### src/design/rs_types_pkg.sv
package rs_types_pkg;

    // Queue and register file sizes
    localparam int NUM_RS_ENTS = 8;
    localparam int NUM_PREGS   = 64;

    // Physical register id
    typedef logic [5:0] prf_id_t;

    // Register or immediate value
    typedef logic [31:0] reg_data_t;

    // Reorder buffer id
    typedef logic [4:0] rob_id_t;

    // Slot index within the queue
    typedef logic [2:0] rs_idx_t;

    // Operand type of one source
    typedef logic [1:0] optype_t;

    localparam optype_t OP_INVD = 2'd0;
    localparam optype_t OP_ZERO = 2'd1;
    localparam optype_t OP_IMM  = 2'd2;
    localparam optype_t OP_REG  = 2'd3;

endpackage

### src/design/rs_cfg_pkg.sv
package rs_cfg_pkg;

    typedef logic [1:0]  cfg_addr_t;
    typedef logic [15:0] cfg_data_t;

    // Register map
    localparam cfg_addr_t CFG_CTRL     = 2'd0;
    localparam cfg_addr_t CFG_DISP_CNT = 2'd1;
    localparam cfg_addr_t CFG_ISS_CNT  = 2'd2;
    localparam cfg_addr_t CFG_DROP_CNT = 2'd3;

    // Issue enable set out of reset
    localparam cfg_data_t CTRL_RESET = 16'h0001;

endpackage

### src/design/rs_entry.sv
`timescale 1ns/1ns

module rs_entry
    import rs_types_pkg::*;
(
    input  logic      clk,
    input  logic      rst,

    input  logic      alloc,
    input  rob_id_t   disp_robid,
    input  prf_id_t   disp_pdst,
    input  optype_t   disp_src1_type,
    input  optype_t   disp_src2_type,
    input  prf_id_t   disp_psrc1,
    input  prf_id_t   disp_psrc2,
    input  logic      disp_src1_rdy,
    input  logic      disp_src2_rdy,
    input  reg_data_t disp_imm,

    input  logic      wb_valid,
    input  prf_id_t   wb_pdst,

    input  logic      gnt,

    output logic      valid,
    output logic      req,
    output rob_id_t   robid,
    output prf_id_t   pdst,
    output optype_t   src1_type,
    output optype_t   src2_type,
    output prf_id_t   psrc1,
    output prf_id_t   psrc2,
    output reg_data_t imm
);

logic src1_rdy;
logic src2_rdy;

// Sources that are not registers never wait
always_ff @(posedge clk) begin
    if (rst) begin
        valid    <= 1'b0;
        src1_rdy <= 1'b0;
        src2_rdy <= 1'b0;
    end else if (alloc) begin
        valid    <= 1'b1;
        src1_rdy <= (disp_src1_type != OP_REG) || disp_src1_rdy ||
                    (wb_valid && wb_pdst == disp_psrc1);
        src2_rdy <= (disp_src2_type != OP_REG) || disp_src2_rdy ||
                    (wb_valid && wb_pdst == disp_psrc2);
    end else begin
        if (gnt)
            valid <= 1'b0;
        if (wb_valid && wb_pdst == psrc1)
            src1_rdy <= 1'b1;
        if (wb_valid && wb_pdst == psrc2)
            src2_rdy <= 1'b1;
    end
end

// Micro-op payload
always_ff @(posedge clk) begin
    if (alloc) begin
        robid     <= disp_robid;
        pdst      <= disp_pdst;
        src1_type <= disp_src1_type;
        src2_type <= disp_src2_type;
        psrc1     <= disp_psrc1;
        psrc2     <= disp_psrc2;
        imm       <= disp_imm;
    end
end

assign req = valid && src1_rdy && src2_rdy;

endmodule

### src/design/rs_issue.sv
`timescale 1ns/1ns

module rs_issue
    import rs_types_pkg::*;
(
    input  logic      clk,
    input  logic      rst,

    input  logic      disp_valid,
    input  rob_id_t   disp_robid,
    input  prf_id_t   disp_pdst,
    input  optype_t   disp_src1_type,
    input  optype_t   disp_src2_type,
    input  prf_id_t   disp_psrc1,
    input  prf_id_t   disp_psrc2,
    input  logic      disp_src1_rdy,
    input  logic      disp_src2_rdy,
    input  reg_data_t disp_imm,
    output logic      disp_accept,
    output logic      disp_drop,

    input  logic      wb_valid,
    input  prf_id_t   wb_pdst,

    input  logic      iss_en,

    output logic      prf_rd1,
    output logic      prf_rd2,
    output prf_id_t   prf_raddr1,
    output prf_id_t   prf_raddr2,
    input  reg_data_t prf_rdata1,
    input  reg_data_t prf_rdata2,

    output logic      iss_valid,
    output rob_id_t   iss_robid,
    output prf_id_t   iss_pdst,
    output reg_data_t iss_src1_val,
    output reg_data_t iss_src2_val
);

logic [NUM_RS_ENTS-1:0] ent_valid;
logic [NUM_RS_ENTS-1:0] ent_req;
logic [NUM_RS_ENTS-1:0] ent_alloc;
logic [NUM_RS_ENTS-1:0] ent_gnt;
rob_id_t                ent_robid     [NUM_RS_ENTS];
prf_id_t                ent_pdst      [NUM_RS_ENTS];
optype_t                ent_src1_type [NUM_RS_ENTS];
optype_t                ent_src2_type [NUM_RS_ENTS];
prf_id_t                ent_psrc1     [NUM_RS_ENTS];
prf_id_t                ent_psrc2     [NUM_RS_ENTS];
reg_data_t              ent_imm       [NUM_RS_ENTS];

logic    free_any;
rs_idx_t free_idx;
logic    gnt_any;
rs_idx_t gnt_idx;

rob_id_t   stg_robid;
prf_id_t   stg_pdst;
optype_t   stg_src1_type;
optype_t   stg_src2_type;
reg_data_t stg_imm;

function automatic reg_data_t opsel(optype_t optype, reg_data_t imm_val, reg_data_t reg_val);
    reg_data_t val;
    case (optype)
        OP_IMM:  val = imm_val;
        OP_REG:  val = reg_val;
        default: val = '0;
    endcase
    return val;
endfunction

// Lowest free slot and lowest requester, scanned downward so index 0 wins
always_comb begin
    free_any = 1'b0;
    free_idx = '0;
    gnt_any  = 1'b0;
    gnt_idx  = '0;
    for (int i = NUM_RS_ENTS - 1; i >= 0; i--) begin
        if (!ent_valid[i]) begin
            free_any = 1'b1;
            free_idx = rs_idx_t'(i);
        end
        if (ent_req[i]) begin
            gnt_any = iss_en;
            gnt_idx = rs_idx_t'(i);
        end
    end
end

assign disp_accept = disp_valid && free_any;
assign disp_drop   = disp_valid && !free_any;

// Register reads for the granted slot
assign prf_rd1    = gnt_any && ent_src1_type[gnt_idx] == OP_REG;
assign prf_rd2    = gnt_any && ent_src2_type[gnt_idx] == OP_REG;
assign prf_raddr1 = ent_psrc1[gnt_idx];
assign prf_raddr2 = ent_psrc2[gnt_idx];

for (genvar i = 0; i < NUM_RS_ENTS; i++) begin : g_ents
    assign ent_alloc[i] = disp_accept && free_idx == rs_idx_t'(i);
    assign ent_gnt[i]   = gnt_any && gnt_idx == rs_idx_t'(i);

    rs_entry u_ent (
        .clk            (clk),
        .rst            (rst),
        .alloc          (ent_alloc[i]),
        .disp_robid     (disp_robid),
        .disp_pdst      (disp_pdst),
        .disp_src1_type (disp_src1_type),
        .disp_src2_type (disp_src2_type),
        .disp_psrc1     (disp_psrc1),
        .disp_psrc2     (disp_psrc2),
        .disp_src1_rdy  (disp_src1_rdy),
        .disp_src2_rdy  (disp_src2_rdy),
        .disp_imm       (disp_imm),
        .wb_valid       (wb_valid),
        .wb_pdst        (wb_pdst),
        .gnt            (ent_gnt[i]),
        .valid          (ent_valid[i]),
        .req            (ent_req[i]),
        .robid          (ent_robid[i]),
        .pdst           (ent_pdst[i]),
        .src1_type      (ent_src1_type[i]),
        .src2_type      (ent_src2_type[i]),
        .psrc1          (ent_psrc1[i]),
        .psrc2          (ent_psrc2[i]),
        .imm            (ent_imm[i])
    );
end

// Issue stage, lines up with the register file read
always_ff @(posedge clk) begin
    if (rst)
        iss_valid <= 1'b0;
    else
        iss_valid <= gnt_any;
end

always_ff @(posedge clk) begin
    if (gnt_any) begin
        stg_robid     <= ent_robid[gnt_idx];
        stg_pdst      <= ent_pdst[gnt_idx];
        stg_src1_type <= ent_src1_type[gnt_idx];
        stg_src2_type <= ent_src2_type[gnt_idx];
        stg_imm       <= ent_imm[gnt_idx];
    end
end

assign iss_robid    = stg_robid;
assign iss_pdst     = stg_pdst;
assign iss_src1_val = opsel(stg_src1_type, stg_imm, prf_rdata1);
assign iss_src2_val = opsel(stg_src2_type, stg_imm, prf_rdata2);

endmodule

### src/design/prf.sv
`timescale 1ns/1ns

module prf
    import rs_types_pkg::*;
(
    input  logic      clk,
    input  logic      rst,

    input  logic      wr,
    input  prf_id_t   waddr,
    input  reg_data_t wdata,

    input  logic      rd1,
    input  prf_id_t   raddr1,
    input  logic      rd2,
    input  prf_id_t   raddr2,
    output reg_data_t rdata1,
    output reg_data_t rdata2
);

reg_data_t regs [NUM_PREGS];

always_ff @(posedge clk) begin
    if (rst) begin
        for (int i = 0; i < NUM_PREGS; i++)
            regs[i] <= '0;
    end else if (wr) begin
        regs[waddr] <= wdata;
    end
end

// Reads see the array before this edge's write
always_ff @(posedge clk) begin
    if (rd1)
        rdata1 <= regs[raddr1];
    if (rd2)
        rdata2 <= regs[raddr2];
end

endmodule

### src/design/rs_ctrl_regs.sv
`timescale 1ns/1ns

module rs_ctrl_regs
    import rs_cfg_pkg::*;
(
    input  logic      clk,
    input  logic      rst,

    input  logic      cfg_wr,
    input  logic      cfg_rd,
    input  cfg_addr_t cfg_addr,
    input  cfg_data_t cfg_wdata,
    output cfg_data_t cfg_rdata,
    output logic      cfg_rvalid,

    input  logic      disp_accept,
    input  logic      disp_drop,
    input  logic      iss_valid,

    output logic      iss_en
);

cfg_data_t disp_cnt;
cfg_data_t iss_cnt;
cfg_data_t drop_cnt;

always_ff @(posedge clk) begin
    if (rst)
        iss_en <= CTRL_RESET[0];
    else if (cfg_wr && cfg_addr == CFG_CTRL)
        iss_en <= cfg_wdata[0];
end

// Counters wrap; a write to the address clears and beats the event
always_ff @(posedge clk) begin
    if (rst) begin
        disp_cnt <= '0;
        iss_cnt  <= '0;
        drop_cnt <= '0;
    end else begin
        if (cfg_wr && cfg_addr == CFG_DISP_CNT)
            disp_cnt <= '0;
        else if (disp_accept)
            disp_cnt <= disp_cnt + 1'b1;

        if (cfg_wr && cfg_addr == CFG_ISS_CNT)
            iss_cnt <= '0;
        else if (iss_valid)
            iss_cnt <= iss_cnt + 1'b1;

        if (cfg_wr && cfg_addr == CFG_DROP_CNT)
            drop_cnt <= '0;
        else if (disp_drop)
            drop_cnt <= drop_cnt + 1'b1;
    end
end

always_ff @(posedge clk) begin
    if (rst)
        cfg_rvalid <= 1'b0;
    else
        cfg_rvalid <= cfg_rd;
end

always_ff @(posedge clk) begin
    if (cfg_rd) begin
        case (cfg_addr)
            CFG_CTRL:     cfg_rdata <= {15'b0, iss_en};
            CFG_DISP_CNT: cfg_rdata <= disp_cnt;
            CFG_ISS_CNT:  cfg_rdata <= iss_cnt;
            default:      cfg_rdata <= drop_cnt;
        endcase
    end
end

endmodule

### src/design/rs_unit.sv
`timescale 1ns/1ns

module rs_unit
    import rs_types_pkg::*, rs_cfg_pkg::*;
(
    input  logic      clk,
    input  logic      rst,

    input  logic      disp_valid,
    input  rob_id_t   disp_robid,
    input  prf_id_t   disp_pdst,
    input  optype_t   disp_src1_type,
    input  optype_t   disp_src2_type,
    input  prf_id_t   disp_psrc1,
    input  prf_id_t   disp_psrc2,
    input  logic      disp_src1_rdy,
    input  logic      disp_src2_rdy,
    input  reg_data_t disp_imm,

    input  logic      wb_valid,
    input  prf_id_t   wb_pdst,
    input  reg_data_t wb_data,

    input  logic      cfg_wr,
    input  logic      cfg_rd,
    input  cfg_addr_t cfg_addr,
    input  cfg_data_t cfg_wdata,
    output cfg_data_t cfg_rdata,
    output logic      cfg_rvalid,

    output logic      iss_valid,
    output rob_id_t   iss_robid,
    output prf_id_t   iss_pdst,
    output reg_data_t iss_src1_val,
    output reg_data_t iss_src2_val
);

logic      disp_accept;
logic      disp_drop;
logic      iss_en;
logic      prf_rd1;
logic      prf_rd2;
prf_id_t   prf_raddr1;
prf_id_t   prf_raddr2;
reg_data_t prf_rdata1;
reg_data_t prf_rdata2;

rs_issue u_rs_issue (
    .clk            (clk),
    .rst            (rst),
    .disp_valid     (disp_valid),
    .disp_robid     (disp_robid),
    .disp_pdst      (disp_pdst),
    .disp_src1_type (disp_src1_type),
    .disp_src2_type (disp_src2_type),
    .disp_psrc1     (disp_psrc1),
    .disp_psrc2     (disp_psrc2),
    .disp_src1_rdy  (disp_src1_rdy),
    .disp_src2_rdy  (disp_src2_rdy),
    .disp_imm       (disp_imm),
    .disp_accept    (disp_accept),
    .disp_drop      (disp_drop),
    .wb_valid       (wb_valid),
    .wb_pdst        (wb_pdst),
    .iss_en         (iss_en),
    .prf_rd1        (prf_rd1),
    .prf_rd2        (prf_rd2),
    .prf_raddr1     (prf_raddr1),
    .prf_raddr2     (prf_raddr2),
    .prf_rdata1     (prf_rdata1),
    .prf_rdata2     (prf_rdata2),
    .iss_valid      (iss_valid),
    .iss_robid      (iss_robid),
    .iss_pdst       (iss_pdst),
    .iss_src1_val   (iss_src1_val),
    .iss_src2_val   (iss_src2_val)
);

// Writeback lands here and wakes the queue in the same cycle
prf u_prf (
    .clk    (clk),
    .rst    (rst),
    .wr     (wb_valid),
    .waddr  (wb_pdst),
    .wdata  (wb_data),
    .rd1    (prf_rd1),
    .raddr1 (prf_raddr1),
    .rd2    (prf_rd2),
    .raddr2 (prf_raddr2),
    .rdata1 (prf_rdata1),
    .rdata2 (prf_rdata2)
);

rs_ctrl_regs u_rs_ctrl_regs (
    .clk         (clk),
    .rst         (rst),
    .cfg_wr      (cfg_wr),
    .cfg_rd      (cfg_rd),
    .cfg_addr    (cfg_addr),
    .cfg_wdata   (cfg_wdata),
    .cfg_rdata   (cfg_rdata),
    .cfg_rvalid  (cfg_rvalid),
    .disp_accept (disp_accept),
    .disp_drop   (disp_drop),
    .iss_valid   (iss_valid),
    .iss_en      (iss_en)
);

endmodule

### config.mk
export PLATFORM = sky130hd
export DESIGN_NAME = rs_unit
export DESIGN_NICKNAME = d
export VERILOG_FILES = /design/src/design/rs_types_pkg.sv /design/src/design/rs_cfg_pkg.sv /design/src/design/rs_entry.sv /design/src/design/rs_issue.sv /design/src/design/prf.sv /design/src/design/rs_ctrl_regs.sv /design/src/design/rs_unit.sv
export SDC_FILE = /design/constraint.sdc
export NUM_CORES = 2
export LEC_CHECK = 0
export BUFFER_PORTS_ARGS = -buffer_cell sky130_fd_sc_hd__buf_2
export CELL_PAD_IN_SITES_DETAIL_PLACEMENT = 1
export CELL_PAD_IN_SITES_GLOBAL_PLACEMENT = 1
export CORE_MARGIN = 5
export CORE_UTILIZATION = 52
export CTS_CLUSTER_DIAMETER = 120
export DETAILED_ROUTE_END_ITERATION = 6
export PLACE_DENSITY_LB_ADDON = 0.1
export REMOVE_ABC_BUFFERS = 1
export SETUP_SLACK_MARGIN = 0.5
export SYNTH_ARGS = -nofsm -noshare
export SYNTH_HDL_FRONTEND = slang
export SYNTH_SLANG_ARGS = --single-unit
### constraint.sdc
create_clock -name clk -period 6.25 [get_ports clk]
set_input_delay 1.25 -clock clk [delete_from_list [all_inputs] [get_ports clk]]
set_output_delay 1.25 -clock clk [all_outputs]
set_load 0.005 [all_outputs]
==> flow_summary.yaml <==
run_status:
  run_status: "finished, violations left"
  violations: "capacitance limit, slew limit"
timing:
  max_freq_mhz: 171.7
  min_period_ns: 5.823
  setup_viol: 0
  drv_slew: 1
  hold_ws_ns: 0.5177
  timing.final.crit_share_pct: 93.17
  finalHoldViolCount: 0
  rsz0062_at_grt: "true"
  worstMarginPinSlew_ns: 1.493
  relSlewSlack_pct: -0.8555
  fin_skew_ns: 0.04545
routing:
  vias_per_cell: 6.681
  drc: 0
  met3_length_um: 69330
  dr.pass1.iters: 6
  num_vias: 112800
  wl_met2_um: 265200
  wl_per_cell_um: 36.13
  drt-initial-drc-count: 16010
  routed_wl_um: 610100
  wl_met1_um: 217700
  ant_nets: 0
  top_layer_used: "met5"
grt:
  grt_max_degree: 194
  antenna_found_initial: 98
  grtUsageTotal_pct: 41.32
  grt_pass1_wl_um: 842500
  grt_pass1_vias: 114700
  grt_overflow: 0
floorplan:
  row_count: 192
  core-area_um2: 273400
  io_pins: 216
  fp.dieW_um: 533.9
  die_area_um2: 285000
  fp.dieH_um: 533.9
  start_util_pct: 52.20
finish:
  final_cell_count_no_fill: 16890
  drive_gt1_share_pct: 10.95
  multi_input_area_um2: 57620
  sequential_cell_area_um2: 80990
  fill_cells: 28130
  syn2layout_area_growth_pct: 11.40
  num-nets-final: 13080
clock_tree:
  clock-root-buffer: "clkbuf_16"
  clkLatencyLatePin_ns: 0.96
  cts_tree: "done"
  cts-htree-levels: 5
  clkTransAtPathRegs_ns: 0.06
  cts.path.max_buffers: 4
  cts.sinks: 2722
  cts-buffers-inserted: 307
  ctsHoldBuffers: 0
power:
  p_leak_nw: 61.81
  max-vdd-ir-drop_mv: 0.2439
  power_density_nw_per_um2: 274.7
yosys:
  yosysWarnings: 0
  synth_cell_types: 78
  syn_inst: 13070
  synth_flop_cell: "edfxtp_1"
  synthAdderAreaFrac_pct: 0.02630
  synth_simple_gate_area_share_pct: 23.42
  synth.avg_cell_area_um2: 10.92
  ys_seq_area_share_pct: 56.75
  synth_mux_area_share_pct: 12.60
  synth_enable_flop_cells: 2647
  synth_xor_xnor_area_share_pct: 0.9206
  synth_seq_cells: 2722
  synthesis.area_um2: 142700
  synth_top_family_by_area: "simple AND/OR/NAND/NOR gates"
  async_flop_share_pct: 0
  synth_compound_area_share_pct: 2.854
worst_setup_path:
  cp_data_arrival_time_ns: 6.61
  critPathKind: "flop to flop"
  start_kind: "flop"
  crit_fanout: 30
  setup.worst_path.end_class: "flop"
  required_ns: 7.04
placed_design:
  dpl.hpwl_um: 380400
  io_buffers: 200
  dp.cells: 16230
  gp_congestion: 0.9608
job:
  drv_cap: 2
hold_path:
  hold_class: "flop to flop"
==> routing by layer <==
metal	vias up	global-route usage [%]
li1	46190	-
met1	57580	51.15
met2	7258	61.88
met3	1791	10.09
met4	18	33.14
met5	-	0
==> what timing repair did <==
item | CTS | global route
endpoints found under the hold margin | 0 | 0
setup endpoints to repair | 0 | 12
setup buffers | 0 | 4
gates resized for setup | 0 | 8
==> through the flow <==
stage	utilization [%]	setup slack (ns)	instance area, um2	setup TNS (ns)	power (mW)
final	58.15	0.4266	159000	0	43.67
after global routing	58.08	0.4746	158800	0	44.72
after CTS	58.01	0.6134	158600	0	43.52
after detailed placement	54.58	0.6611	149200	0	26.23
after global placement	54.58	0.8030	149200	0	26.01
after floorplan	-	-30.80	137900	-1850.38	25.74
==> final timing paths <==
kind,to,cells after the start,from,slack [ns]
max reg2reg,u_prf.rdata2[22],12,u_rs_issue.g_ents[6].u_ent.valid,0.43
max,u_prf.rdata2[22],12,u_rs_issue.g_ents[6].u_ent.valid,0.43
min reg2reg,u_rs_ctrl_regs.disp_cnt[4],2,u_rs_ctrl_regs.disp_cnt[4],0.52
min,u_rs_ctrl_regs.disp_cnt[4],2,u_rs_ctrl_regs.disp_cnt[4],0.52
==> power by group <==
group	total, mW	switching (mW)	internal (mW)
registers	21.3	0.456	20.8
logic	4.81	3.37	1.45
clock network	17.6	7.69	9.89
==> cell families after synthesis <==
family	Yosys count
compound gates	575
xor+xnor	150
fa+ha+maj	3
buf+inv	1189
flops	2722
mux	1783
simple gates	6646
==> synth_stat cells (all sizes together), types with 67 or more instances <==
master / instances / area share, %
nand4: 94 / 0.41
edfxtp: 2647 / 56
mux2: 87 / 0.69
clkbuf: 814 / 2.1
nor2b: 71 / 0.31
o22ai: 241 / 1.1
or2: 67 / 0.29
nand3: 1683 / 5.9
dfxtp: 75 / 1.1
xor2: 86 / 0.53
buf: 352 / 1.2
mux2i: 1694 / 12
and2: 2050 / 9.0
nand2: 2321 / 6.1
nor2: 162 / 0.43
==> cell usage in the layout (no fill, tap or decap), types with 43 or more instances in the layout <==
master,n
nor2_2,48
nor2b_1,71
and2_1,2050
dfxtp_1,75
nand3_1,1674
mux2i_1,1693
o22ai_1,239
clkbuf_16,313
xnor2_1,64
edfxtp_1,2647
diode_2,114
clkbuf_1,75
buf_2,199
or2_2,65
o21ai_0,45
mux2_2,85
buf_12,87
xor2_1,86
nor2_1,84
a22o_1,43
buf_4,452
nand2_1,2318
nand4_1,94
clkinv_2,54
clkinv_1,68
==> flip-flops by register name (all words and copies together), names as in the netlist, 32 cells and up <==
signal	cells
u_rs_issue.stg_imm	32
u_rs_issue.g_ents.u_ent.pdst	48
u_rs_issue.g_ents.u_ent.psrc2	48
u_rs_issue.g_ents.u_ent.psrc1	48
u_prf.regs	2048
u_prf.rdata2	32
u_rs_issue.g_ents.u_ent.imm	256
u_prf.rdata1	32
u_rs_issue.g_ents.u_ent.robid	40
==> cell type report <==
| class | instances | area share (%) |
|---|---|---|
| antenna | 114 | 0.1794 |
| clock buffer | 392 | 5.138 |
| clock inverter | 152 | 0.7587 |
| inverter | 23 | 0.06060 |
| multi-input combinational | 9158 | 36.24 |
| sequential | 2722 | 50.94 |
| tap | 3589 | 2.825 |
| timing repair buffer | 738 | 3.856 |
==> critical path: stages, from the launching register on <==
cell and delay, ns:
dfxtp_1 0.44, nand3_2 0.26, a211oi_4 0.57, o21ai_4 0.10
buf_4 0.27, a211oi_1 0.37, o22ai_1 0.33, or3_4 0.55
buf_12 0.19, nor2_4 0.86, nand3_1 0.20, a41oi_1 1.18
or4_1 0.32
No activity file was read; power rests on OpenSTA's default activity.
